File: src/verilog/vrf_macros.svh
`ifndef VRF_MACROS_SVH
`define VRF_MACROS_SVH

////////////////////////////////////////
// Datapath widths
////////////////////////////////////////

// One register-file word per memory access
`define VRF_XLEN 32

// One enable per byte of the word
`define VRF_BE_W 4

// Vector length as delivered by the CSR
`define VRF_VL_W 32

// Byte count without its two low bits
`define VRF_ITER_W 30

`endif

File: src/verilog/vrf_pkg.sv
package vrf_pkg;

  // Element width code, doubles as byte shift amount
  typedef enum logic [1:0] {
    VSEW_8  = 2'd0,
    VSEW_16 = 2'd1,
    VSEW_32 = 2'd2,
    VSEW_64 = 2'd3
  } vsew_e;

  // Operation select, rd_rs1 sits in bit 0
  typedef struct packed {
    logic wr_rd;
    logic rd_rs2;
    logic rd_rs1;
  } vrf_sel_t;

  // Access sequencer states
  typedef enum logic [2:0] {
    VRF_IDLE  = 3'd0,
    VRF_START = 3'd1,
    VRF_READ1 = 3'd2,
    VRF_READ2 = 3'd3,
    VRF_WRITE = 3'd4
  } vrf_state_e;

endpackage

File: src/verilog/vrf_iter_if.sv
`timescale 1ns/1ps
`include "vrf_macros.svh"

interface vrf_iter_if;

  // Strobes from the sequencer
  logic                 load;
  logic                 step;

  // Levels from the iteration counter
  logic                 last;
  logic                 empty;
  logic [`VRF_BE_W-1:0] be;

  modport seq (
    output load, step,
    input  last, empty, be
  );

  modport cnt (
    input  load, step,
    output last, empty, be
  );

endinterface

File: src/verilog/vrf_iter_counter.sv
`timescale 1ns/1ps
`include "vrf_macros.svh"

module vrf_iter_counter (
  input  logic                  clk_i,
  input  logic                  rst_ni,
  input  logic [`VRF_VL_W-1:0]  vl_i,
  input  vrf_pkg::vsew_e        sew_i,
  vrf_iter_if.cnt               iter_if
);

  logic [`VRF_VL_W-1:0]   byte_cnt;
  logic [`VRF_ITER_W-1:0] word_cnt;
  logic [`VRF_ITER_W-1:0] iter_q;
  logic [1:0]             tail_q;
  logic [`VRF_BE_W-1:0]   tail_be;

  ////////////////////////////////////////
  // Sizing
  ////////////////////////////////////////

  assign byte_cnt = vl_i << sew_i;

  // Partial last word still costs a full iteration
  assign word_cnt = byte_cnt[`VRF_VL_W-1:2] + `VRF_ITER_W'(|byte_cnt[1:0]);

  always_ff @(posedge clk_i or negedge rst_ni) begin
    if (!rst_ni) begin
      iter_q <= '0;
      tail_q <= 2'd0;
    end else if (iter_if.load) begin
      iter_q <= word_cnt;
      tail_q <= byte_cnt[1:0];
    end else if (iter_if.step) begin
      iter_q <= iter_q - `VRF_ITER_W'(1);
    end
  end

  ////////////////////////////////////////
  // Status and byte enables
  ////////////////////////////////////////

  assign iter_if.last  = (iter_q == `VRF_ITER_W'(1));
  assign iter_if.empty = (iter_q == '0);

  // Low bytes of the tail word only
  always_comb begin
    case (tail_q)
      2'd1:    tail_be = 4'b0001;
      2'd2:    tail_be = 4'b0011;
      2'd3:    tail_be = 4'b0111;
      default: tail_be = 4'b1111;
    endcase
  end

  // Full word everywhere but a ragged final iteration
  assign iter_if.be = (iter_if.last && (tail_q != 2'd0)) ? tail_be : '1;

endmodule

File: src/verilog/vrf_operand_regs.sv
`timescale 1ns/1ps
`include "vrf_macros.svh"

module vrf_operand_regs (
  input  logic                 clk_i,
  input  logic                 rst_ni,
  input  logic                 rs1_en_i,
  input  logic                 rs2_en_i,
  input  logic [`VRF_XLEN-1:0] data_rdata_i,
  output logic [`VRF_XLEN-1:0] rdata_a_o,
  output logic [`VRF_XLEN-1:0] rdata_b_o
);

  logic [`VRF_XLEN-1:0] rs1_q;
  logic [`VRF_XLEN-1:0] rs2_q;

  ////////////////////////////////////////
  // Operand capture
  ////////////////////////////////////////

  always_ff @(posedge clk_i or negedge rst_ni) begin
    if (!rst_ni) begin
      rs1_q <= '0;
      rs2_q <= '0;
    end else begin
      if (rs1_en_i) begin
        rs1_q <= data_rdata_i;
      end
      if (rs2_en_i) begin
        rs2_q <= data_rdata_i;
      end
    end
  end

  // Operands to the execution pipe
  assign rdata_a_o = rs1_q;
  assign rdata_b_o = rs2_q;

endmodule

File: src/verilog/vrf_access_fsm.sv
`timescale 1ns/1ps

module vrf_access_fsm (
  input  logic              clk_i,
  input  logic              rst_ni,
  input  logic              req_i,
  input  vrf_pkg::vrf_sel_t sel_operation_i,
  input  logic              data_gnt_i,
  input  logic              data_rvalid_i,
  vrf_iter_if.seq           iter_if,
  output logic              data_req_o,
  output logic              data_we_o,
  output logic              agu_load_o,
  output logic              agu_get_rs1_o,
  output logic              agu_get_rs2_o,
  output logic              agu_get_rd_o,
  output logic              agu_incr_o,
  output logic              rs1_en_o,
  output logic              rs2_en_o,
  output logic              vector_done_o
);

  import vrf_pkg::*;

  vrf_state_e state_q, state_d;
  vrf_sel_t   sel_q;
  logic       want_rs1, want_rs2, want_rd;
  logic       want_any;

  always_ff @(posedge clk_i or negedge rst_ni) begin
    if (!rst_ni) begin
      state_q <= VRF_IDLE;
      sel_q <= '0;
    end else begin
      state_q <= state_d;
      // Select is held for the whole vector
      if (state_q == VRF_IDLE && req_i) begin
        sel_q <= sel_operation_i;
      end
    end
  end

  ////////////////////////////////////////
  // Next access of the iteration
  ////////////////////////////////////////

  // Order within one iteration is rs1, rs2, rd
  always_comb begin
    want_rs1 = 1'b0;
    want_rs2 = 1'b0;
    want_rd  = 1'b0;
    case (state_q)
      VRF_START: begin
        if (!iter_if.empty) begin
          want_rs1 = sel_q.rd_rs1;
          want_rs2 = !sel_q.rd_rs1 && sel_q.rd_rs2;
          want_rd  = !sel_q.rd_rs1 && !sel_q.rd_rs2 && sel_q.wr_rd;
        end
      end
      VRF_READ1: begin
        want_rs2 = sel_q.rd_rs2;
        want_rd  = !sel_q.rd_rs2 && sel_q.wr_rd;
      end
      VRF_READ2: begin
        want_rd = sel_q.wr_rd;
      end
      default: begin
        want_rd = 1'b0;
      end
    endcase
  end

  assign want_any = want_rs1 | want_rs2 | want_rd;

  // Request and its attributes stay put until granted
  assign data_req_o    = want_any;
  assign data_we_o     = want_rd;
  assign agu_get_rs1_o = want_rs1;
  assign agu_get_rs2_o = want_rs2;
  assign agu_get_rd_o  = want_rd;
  assign agu_incr_o    = want_any & data_gnt_i;

  // Read data lands in the state entered on its grant
  assign rs1_en_o = (state_q == VRF_READ1) & data_rvalid_i;
  assign rs2_en_o = (state_q == VRF_READ2) & data_rvalid_i;

  ////////////////////////////////////////
  // State transitions
  ////////////////////////////////////////

  always_comb begin
    state_d       = state_q;
    agu_load_o    = 1'b0;
    iter_if.load  = 1'b0;
    iter_if.step  = 1'b0;
    vector_done_o = 1'b0;
    case (state_q)
      VRF_IDLE: begin
        if (req_i) begin
          agu_load_o   = 1'b1;
          iter_if.load = 1'b1;
          state_d      = VRF_START;
        end
      end
      VRF_START, VRF_READ1, VRF_READ2, VRF_WRITE: begin
        if (want_any) begin
          if (data_gnt_i) begin
            if (want_rs1) begin
              state_d = VRF_READ1;
            end else if (want_rs2) begin
              state_d = VRF_READ2;
            end else begin
              state_d = VRF_WRITE;
            end
          end
        end else if (state_q == VRF_START) begin
          // Zero length or nothing selected
          state_d = VRF_IDLE;
        end else if (iter_if.last) begin
          vector_done_o = 1'b1;
          state_d       = VRF_IDLE;
        end else begin
          iter_if.step = 1'b1;
          state_d      = VRF_START;
        end
      end
      default: begin
        state_d = VRF_IDLE;
      end
    endcase
  end

endmodule

File: src/verilog/vrf_access_top.sv
`timescale 1ns/1ps
`include "vrf_macros.svh"

module vrf_access_top (
  input  logic                  clk_i,
  input  logic                  rst_ni,
  input  logic                  req_i,
  input  vrf_pkg::vrf_sel_t     sel_operation_i,
  input  vrf_pkg::vsew_e        sew_i,
  input  logic [`VRF_VL_W-1:0]  vl_i,
  input  logic [`VRF_XLEN-1:0]  wdata_i,
  // Register-file memory
  input  logic                  data_gnt_i,
  input  logic                  data_rvalid_i,
  input  logic [`VRF_XLEN-1:0]  data_rdata_i,
  output logic                  data_req_o,
  output logic                  data_we_o,
  output logic [`VRF_BE_W-1:0]  data_be_o,
  output logic [`VRF_XLEN-1:0]  data_wdata_o,
  // Address generator strobes
  output logic                  agu_load_o,
  output logic                  agu_get_rs1_o,
  output logic                  agu_get_rs2_o,
  output logic                  agu_get_rd_o,
  output logic                  agu_incr_o,
  // Execution pipe
  output logic [`VRF_XLEN-1:0]  rdata_a_o,
  output logic [`VRF_XLEN-1:0]  rdata_b_o,
  output logic                  vector_done_o
);

  logic rs1_en;
  logic rs2_en;

  vrf_iter_if iter_if ();

  vrf_access_fsm vrf_access_fsm_inst (
    .clk_i           (clk_i),
    .rst_ni          (rst_ni),
    .req_i           (req_i),
    .sel_operation_i (sel_operation_i),
    .data_gnt_i      (data_gnt_i),
    .data_rvalid_i   (data_rvalid_i),
    .iter_if         (iter_if.seq),
    .data_req_o      (data_req_o),
    .data_we_o       (data_we_o),
    .agu_load_o      (agu_load_o),
    .agu_get_rs1_o   (agu_get_rs1_o),
    .agu_get_rs2_o   (agu_get_rs2_o),
    .agu_get_rd_o    (agu_get_rd_o),
    .agu_incr_o      (agu_incr_o),
    .rs1_en_o        (rs1_en),
    .rs2_en_o        (rs2_en),
    .vector_done_o   (vector_done_o)
  );

  vrf_iter_counter vrf_iter_counter_inst (
    .clk_i   (clk_i),
    .rst_ni  (rst_ni),
    .vl_i    (vl_i),
    .sew_i   (sew_i),
    .iter_if (iter_if.cnt)
  );

  vrf_operand_regs vrf_operand_regs_inst (
    .clk_i        (clk_i),
    .rst_ni       (rst_ni),
    .rs1_en_i     (rs1_en),
    .rs2_en_i     (rs2_en),
    .data_rdata_i (data_rdata_i),
    .rdata_a_o    (rdata_a_o),
    .rdata_b_o    (rdata_b_o)
  );

  // Byte enables follow the current iteration
  assign data_be_o = iter_if.be;

  // Write data comes straight from the pipe
  assign data_wdata_o = wdata_i;

endmodule

File: config.mk
export PLATFORM = sky130hd
export DESIGN_NAME = vrf_access_top
export DESIGN_NICKNAME = d
export VERILOG_FILES = /design/src/verilog/vrf_pkg.sv /design/src/verilog/vrf_iter_if.sv /design/src/verilog/vrf_iter_counter.sv /design/src/verilog/vrf_operand_regs.sv /design/src/verilog/vrf_access_fsm.sv /design/src/verilog/vrf_access_top.sv
export VERILOG_INCLUDE_DIRS = /design/src /design/src/verilog
export SDC_FILE = /design/constraint.sdc
export NUM_CORES = 1
export LEC_CHECK = 0
export BUFFER_PORTS_ARGS = -buffer_cell sky130_fd_sc_hd__clkbuf_2
export CELL_PAD_IN_SITES_DETAIL_PLACEMENT = 1
export CELL_PAD_IN_SITES_GLOBAL_PLACEMENT = 2
export CORE_MARGIN = 2
export CORE_UTILIZATION = 32
export CTS_CLUSTER_SIZE = 8
export DETAILED_ROUTE_END_ITERATION = 6
export GPL_ROUTABILITY_DRIVEN = 0
export GPL_TIMING_DRIVEN = 0
export PLACE_DENSITY = 0.78
export SLEW_MARGIN = 20
export SYNTH_ARGS = -nofsm -noshare
export SYNTH_HDL_FRONTEND = slang
export SYNTH_SLANG_ARGS = --single-unit
File: constraint.sdc
create_clock -name clk_i -period 3.35 [get_ports clk_i]
set_input_delay 0.67 -clock clk_i [delete_from_list [all_inputs] [get_ports clk_i]]
set_output_delay 0.67 -clock clk_i [all_outputs]
set_load 0.03 [all_outputs]
# --- After elaboration in Yosys (flattened, before gate mapping) ---
# Index checks and enable logic that the tools add are counted.
word_totals:
  ff_bits: 102
  input_bits: 106
  out_inout_bits: 108
  word_cells: 69
classes:
  n_addsub: 2
  n_eq_ne: 10
  n_shift: 1
  muxes: 28
  bitwise_logic: 5
  reduce_logical: 15
ops:
  columns: ["op", "count"]
  rows:
  - ["$mux W30", 2]
  - ["$shl A32 B2 Y32", 1]
  - ["$add A30 B1 Y30", 1]
  - ["$eq A30 B1 Y1 const B", 1]
  - ["$logic_not A30 Y1", 1]
  - ["$sub A30 B1 Y30 const B", 1]
  - ["$mux W3", 6]
  - ["$mux W1", 15]
  - ["$pmux W4 S3", 1]
  - ["$eq A3 B2 Y1 const B", 2]
  - ["$logic_and A1 B1 Y1", 6]
  - ["$pmux W3 S2", 1]
  - ["$eq A2 B2 Y1 const B", 2]
  - ["$mux W4", 1]
  - ["$reduce_bool A2 Y1", 2]
  - ["$reduce_or A4 Y1", 1]
  - ["$and A1 B1 Y1", 3]
  - ["$eq A3 B1 Y1 const B", 1]
  - ["$eq A3 B3 Y1 const B", 1]
  - ["$logic_not A3 Y1", 1]
  - ["$ne A3 B3 Y1 const B", 1]
  - ["$pmux W1 S3", 1]
  - ["$eq A2 B1 Y1 const B", 1]
  - ["$logic_not A1 Y1", 2]
  - ["other kinds (5)", 6]

# --- Longest topological paths before layout ---
depth:
  word_depth: 10
  ltp_mapped: 14
  depth_no_buf: 10

# --- By module ---
# Synthesis repeated with hierarchy kept, for this count alone.
hier_totals:
  hier_cells: 574
  area_unflattened_um2: 6764.0
modules_own_cells:
  columns: ["mod", "instances", "cells_per_inst", "area_per_inst_um2"]
  rows:
  - ["vrf_iter_counter", 1, 352, 3334.4]
  - ["vrf_operand_regs", 1, 136, 2690.1]
  - ["vrf_access_fsm", 1, 54, 499.2]
  - ["vrf_access_top", 1, 32, 240.2]

# --- Worst setup path before layout ---
# OpenSTA, ideal clock, no wires.
synth_path:
  kind: "input to register"
  from: "in sew_i[1]"
  to: "reg vrf_iter_counter_inst.iter_q[19]"
  setup_ps: 137
  arrival_ps: 3161
  required_time_ps: 3213
  setup_slack_ps: 52
  stages: 13
  n_path_buf: 4
  cell_sequence: "buf_2 buf_2 buf_1 a211oi_1 a21oi_1 ha_1 nor2b_1 a2bb2oi_1 or4b_1 clkbuf_1 nor4b_1 xnor2_1 o21ai_0"
synth_between:
  elab_chain_cells: 4
synth_rtl:
  columns: ["element", "line", "rtl"]
  rows:
  - ["start, declared", "vrf_access_top.sv:9", "input vrf_pkg::vsew_e sew_i,"]
  - ["$shl A32 B2 Y32 *", "vrf_iter_counter.sv:22", "assign byte_cnt = vl_i << sew_i;"]
  - ["$reduce_or A2 Y1", "vrf_iter_counter.sv:25", "assign word_cnt = byte_cnt[`VRF_VL_W-1:2] + `VRF_ITER_W'(|byte_cnt[1:0]);"]
  - ["$add A30 B1 Y30 *", "vrf_iter_counter.sv:25", null]
  - ["$mux W30 *", "vrf_iter_counter.sv:31", "end else if (iter_if.load) begin"]
  - ["end signal, assigned", "vrf_iter_counter.sv:32", "iter_q <= word_cnt;"]
  - ["end signal, assigned", "vrf_iter_counter.sv:35", "iter_q <= iter_q - `VRF_ITER_W'(1);"]
  - ["end, declared", "vrf_iter_counter.sv:14", "logic [`VRF_ITER_W-1:0] iter_q;"]
# Every way passes the cells marked *; elsewhere a longest branch is shown, timed or not.
# A chain may end at the register's enable or synchronous reset.

# --- Final worst setup path ---
layout_path:
  from: "reg vrf_iter_counter_inst.iter_q[14]"
  to: "out data_be_o[2]"
layout_between:
  elab_chain_cells: 3
layout_rtl:
  columns: ["element", "line", "rtl"]
  rows:
  - ["$eq A30 B1 Y1", "vrf_iter_counter.sv:43", "assign iter_if.last = (iter_q == `VRF_ITER_W'(1));"]
  - ["$logic_and A1 B1 Y1", "vrf_iter_counter.sv:57", "assign iter_if.be = (iter_if.last && (tail_q != 2'd0)) ? tail_be : '1;"]
  - ["$mux W4", "vrf_iter_counter.sv:57", null]
  - ["end, declared", "vrf_access_top.sv:18", "output logic [`VRF_BE_W-1:0] data_be_o,"]
# Every way passes these cells.

==> summary.md <==
| Metric | Value |
|---|---|
| Ant. Diodes | `0` |
| Minimum clock period | `3.33 ns` |
| Largest net degree at the start of global routing | `74` |
| Tightest Pin Transition | `0.668 ns` |
| Cell Pwr Density | `slightly above 800 nW/um^2` |
| Syn Std Cell Area | `6400 sq um` |
| Setup crit start kind | `flop` |
| Routed Antenna Nets | `0` |
| Type of the tightest min-delay check | `input pin to asynchronous set/reset pin` |
| IO Pins | `214` |
| CTS tree | `built` |
| Post-synth ARST share | `1.00` |
| Fin area | `8150 sq um` |
| Total Power | `6.68 mW` |
| LEAKAGE | `3.55 nW` |
| Area contributors post-synth | `dfrtp_1 (40%), mux2_2 (12%), mux4_2 (9.5%)` |
| RSZ-0062 raised after global routing | `yes` |
| Syn Inst Count | `569` |
| Slew headroom | `0.555` |
| Drt initial violations | `about 130` |
| Slack of the critical path | `0.0242 ns` |
| Core Area | `19500 sq um` |
| Htree depth | `3` |
| Synth unique cells | `just under 60` |
| CTS max path bufs | `2` |
| Commonest non-fill, non-tap cell in the layout | `clkbuf_2` |
| Total gr overflow | `0` |
| CP required | `2.68 ns` |
| Syn-to-layout area delta | `27.4%` |
| Initial Util | `0.328` |
| Share of Yosys cell area claimed by the top area cell type | `0.399` |
| Clk slew on worst S/H paths | `0.07 ns` |
| Syn avg cell area | `11.2 sq um` |
| Core Rows | `between 50 and 60` |
| Register Area | `between 2000 and 3000 sq um` |
| CTS root buf | `clkbuf_16` |
| # fillers | `between 2000 and 2500` |
| Final critical-path share of the clock period | `0.993` |
| Total GRT Usage | `0.172` |
| Nets@finish | `876` |
| DIE AREA | `21100 sq um` |
| Kind of critical path | `flop to primary output` |
| Dpl cell area | `7650 sq um` |
| Syn nets | `681` |
| Routed vias | `5317` |
| Worst skew pair latency | `approximately 0.35 ns` |
| HPWL after DPL | `14.6 mm` |
| Routed WL per cell | `between 15 and 20 um` |
| Port buffer count | `178` |
| Max-Cap Viols | `0` |
| Yosys warns | `0` |
| CP Capture Type | `primary output` |
| Initial antenna violation count | `0` |
| # DRC | `0` |
| Peak supply drop | `0.257 mV` |
| Pre-CTS setup slack | `-0.921 ns` |
| DR vias/cell | `between 5 and 6` |
| Final hold violation count | `0` |
| Crit path DAT | `2.66 ns` |
| Worst-path fanout max | `4` |
| First-pass GRT wire length | `around 30 mm` |
| DIE HEIGHT | `145 um` |
| Ys flop type | `dfrtp_1` |
| Status | `finished clean` |
| Post-synth EDFFs | `0` |
| Pre-Repair DR Iteration Count | `4` |
| Footprint of the multi-input gates | `3480 sq um` |
| Sequential cell area fraction in the yosys report | `0.399` |
| Most frequent cells in the layout | `clkbuf_2 (173), dfrtp_1 (102), mux2_2 (70)` |
| Die X | `145 um` |
| Setup Skew | `~0.0045 ns` |
| Core Util, Final | `0.417` |
| Setup TNS Final | `0 ns` |
| Final-report max-slew violation count | `0` |
| Setup violators final | `0` |
| Clock sink count | `102` |
| Hold_buf cts | `0` |
| Final WL | `18.1 mm` |
| Seq cells post-synth | `around 100` |
| Layout cells sized above 1 | `0.490` |
| FMAX | `0.301 GHz` |
| CTS buffer count | `9` |
| Leading area contributor after synthesis | `dfrtp_1` |
| Number of global-route vias before repair | `5684` |
## cells in the mapped netlist, types with 4 or more instances
| library cell | n |
|---|---|
| o211ai_1 | 4 |
| mux2_1 | 5 |
| nand3_1 | 11 |
| a211oi_1 | 4 |
| xor2_1 | 16 |
| mux4_2 | 27 |
| nand2b_1 | 6 |
| mux2i_1 | 11 |
| o21ai_0 | 15 |
| nor3_1 | 22 |
| nor2_1 | 17 |
| and4_1 | 4 |
| nor4_1 | 9 |
| or2_2 | 4 |
| nor4b_1 | 9 |
| buf_1 | 6 |
| or3_1 | 10 |
| nor2b_1 | 6 |
| clkbuf_1 | 17 |
| a21oi_1 | 10 |
| dfrtp_1 | 102 |
| xnor2_1 | 24 |
| and3_1 | 6 |
| ha_1 | 6 |
| buf_2 | 5 |
| buf_4 | 39 |
| mux2_2 | 70 |
| inv_1 | 17 |
| nand2_1 | 30 |
| nand4_1 | 12 |
## worst max-delay path: stages, from the launching register on
cell and delay (ns):
dfrtp_1 0.40, or4_4 0.57, or4_4 0.47, nor4_4 0.31, buf_6 0.15, nor2b_4 0.17
nand2_1 0.07, clkbuf_8 0.16
## path summary, 6_finish.rpt
path / from / end / slack (ns) / cells after the start
setup / recovery: vrf_iter_counter_inst.iter_q[14] / data_be_o[2] / 0.02 / 7
max in group asynchronous: rst_ni / vrf_operand_regs_inst.rdata_b_o[3] / 2.51 / 2
hold / removal: rst_ni / vrf_operand_regs_inst.rdata_b_o[29] / 0.21 / 1
setup reg to reg: vrf_iter_counter_inst.iter_q[7] / vrf_iter_counter_inst.iter_q[26] / 0.25 / 8
min in group clk_i: vrf_operand_regs_inst.rdata_a_o[28] / vrf_operand_regs_inst.rdata_a_o[28] / 0.51 / 1
hold reg to reg: vrf_operand_regs_inst.rdata_a_o[28] / vrf_operand_regs_inst.rdata_a_o[28] / 0.51 / 1
## layer usage
| metal | routed length (um) | share of wire | global-route usage | vias up |
|---|---|---|---|---|
| li1 | - | - | - | 2446 |
| met1 | 8170 | 0.45 | 0.221 | 2661 |
| met2 | 8680 | 0.48 | 0.294 | 186 |
| met3 | 892 | 0.049 | 0.0301 | 24 |
| met4 | 374 | 0.021 | 0.0554 | 0 |
| met5 | 0 | 0 | 0 | - |
## where the power goes
part,internal [mW],switching (mW)
Clock,0.523,0.508
Sequential,1.85,0.436
Combinational,1.28,2.08
Total,3.65,3.02
## registers in the layout, indices dropped and copies added (netlist names)
signal                           flops
vrf_access_fsm_inst.sel_q            3
vrf_access_fsm_inst.state_q          3
vrf_iter_counter_inst.tail_q         2
vrf_iter_counter_inst.iter_q        30
vrf_operand_regs_inst.rdata_b_o     32
vrf_operand_regs_inst.rdata_a_o     32
## cells by family (layout without fill, tap and decap cells)
| family | after synthesis | in the layout | synth area share |
|---|---|---|---|
| other | 1 | 1 | 0.000586 |
| buffers and inverters | 84 | 284 | 0.0732 |
| AOI/OAI and AO/OA | 51 | 51 | 0.0515 |
| xor gates and xnor gates | 40 | 40 | 0.0548 |
| muxes | 113 | 113 | 0.244 |
| adders and majority gates | 6 | 6 | 0.0117 |
| and+or+nand+nor | 172 | 172 | 0.165 |
| DFF | 102 | 102 | 0.399 |
## metrics by stage
step,cells,hold slack (ns)
4_1_cts,1029,0.203
3_3_place_gp,1012,0.486
2_1_floorplan,569,0.374
3_5_place_dp,1013,0.492
5_1_grt,1034,0.218
6_report,1034,0.208
## timing repair
item                       CTS  global route
setup endpoints to repair   15            10
buffers inserted             3             5
pin swaps                    5             5
resized for setup           22            14
## final cells by class
type	count	share of cell area
Inverter	17	0.00829
Tap cell	265	0.0407
Multi-Input combinational cell	383	0.428
Buffer	64	0.0490
Clock buffer	9	0.0276
Sequential cell	102	0.313
Clock inverter	7	0.00845
Timing Repair Buffer	187	0.125
Power figures use the tool's default switching activity.
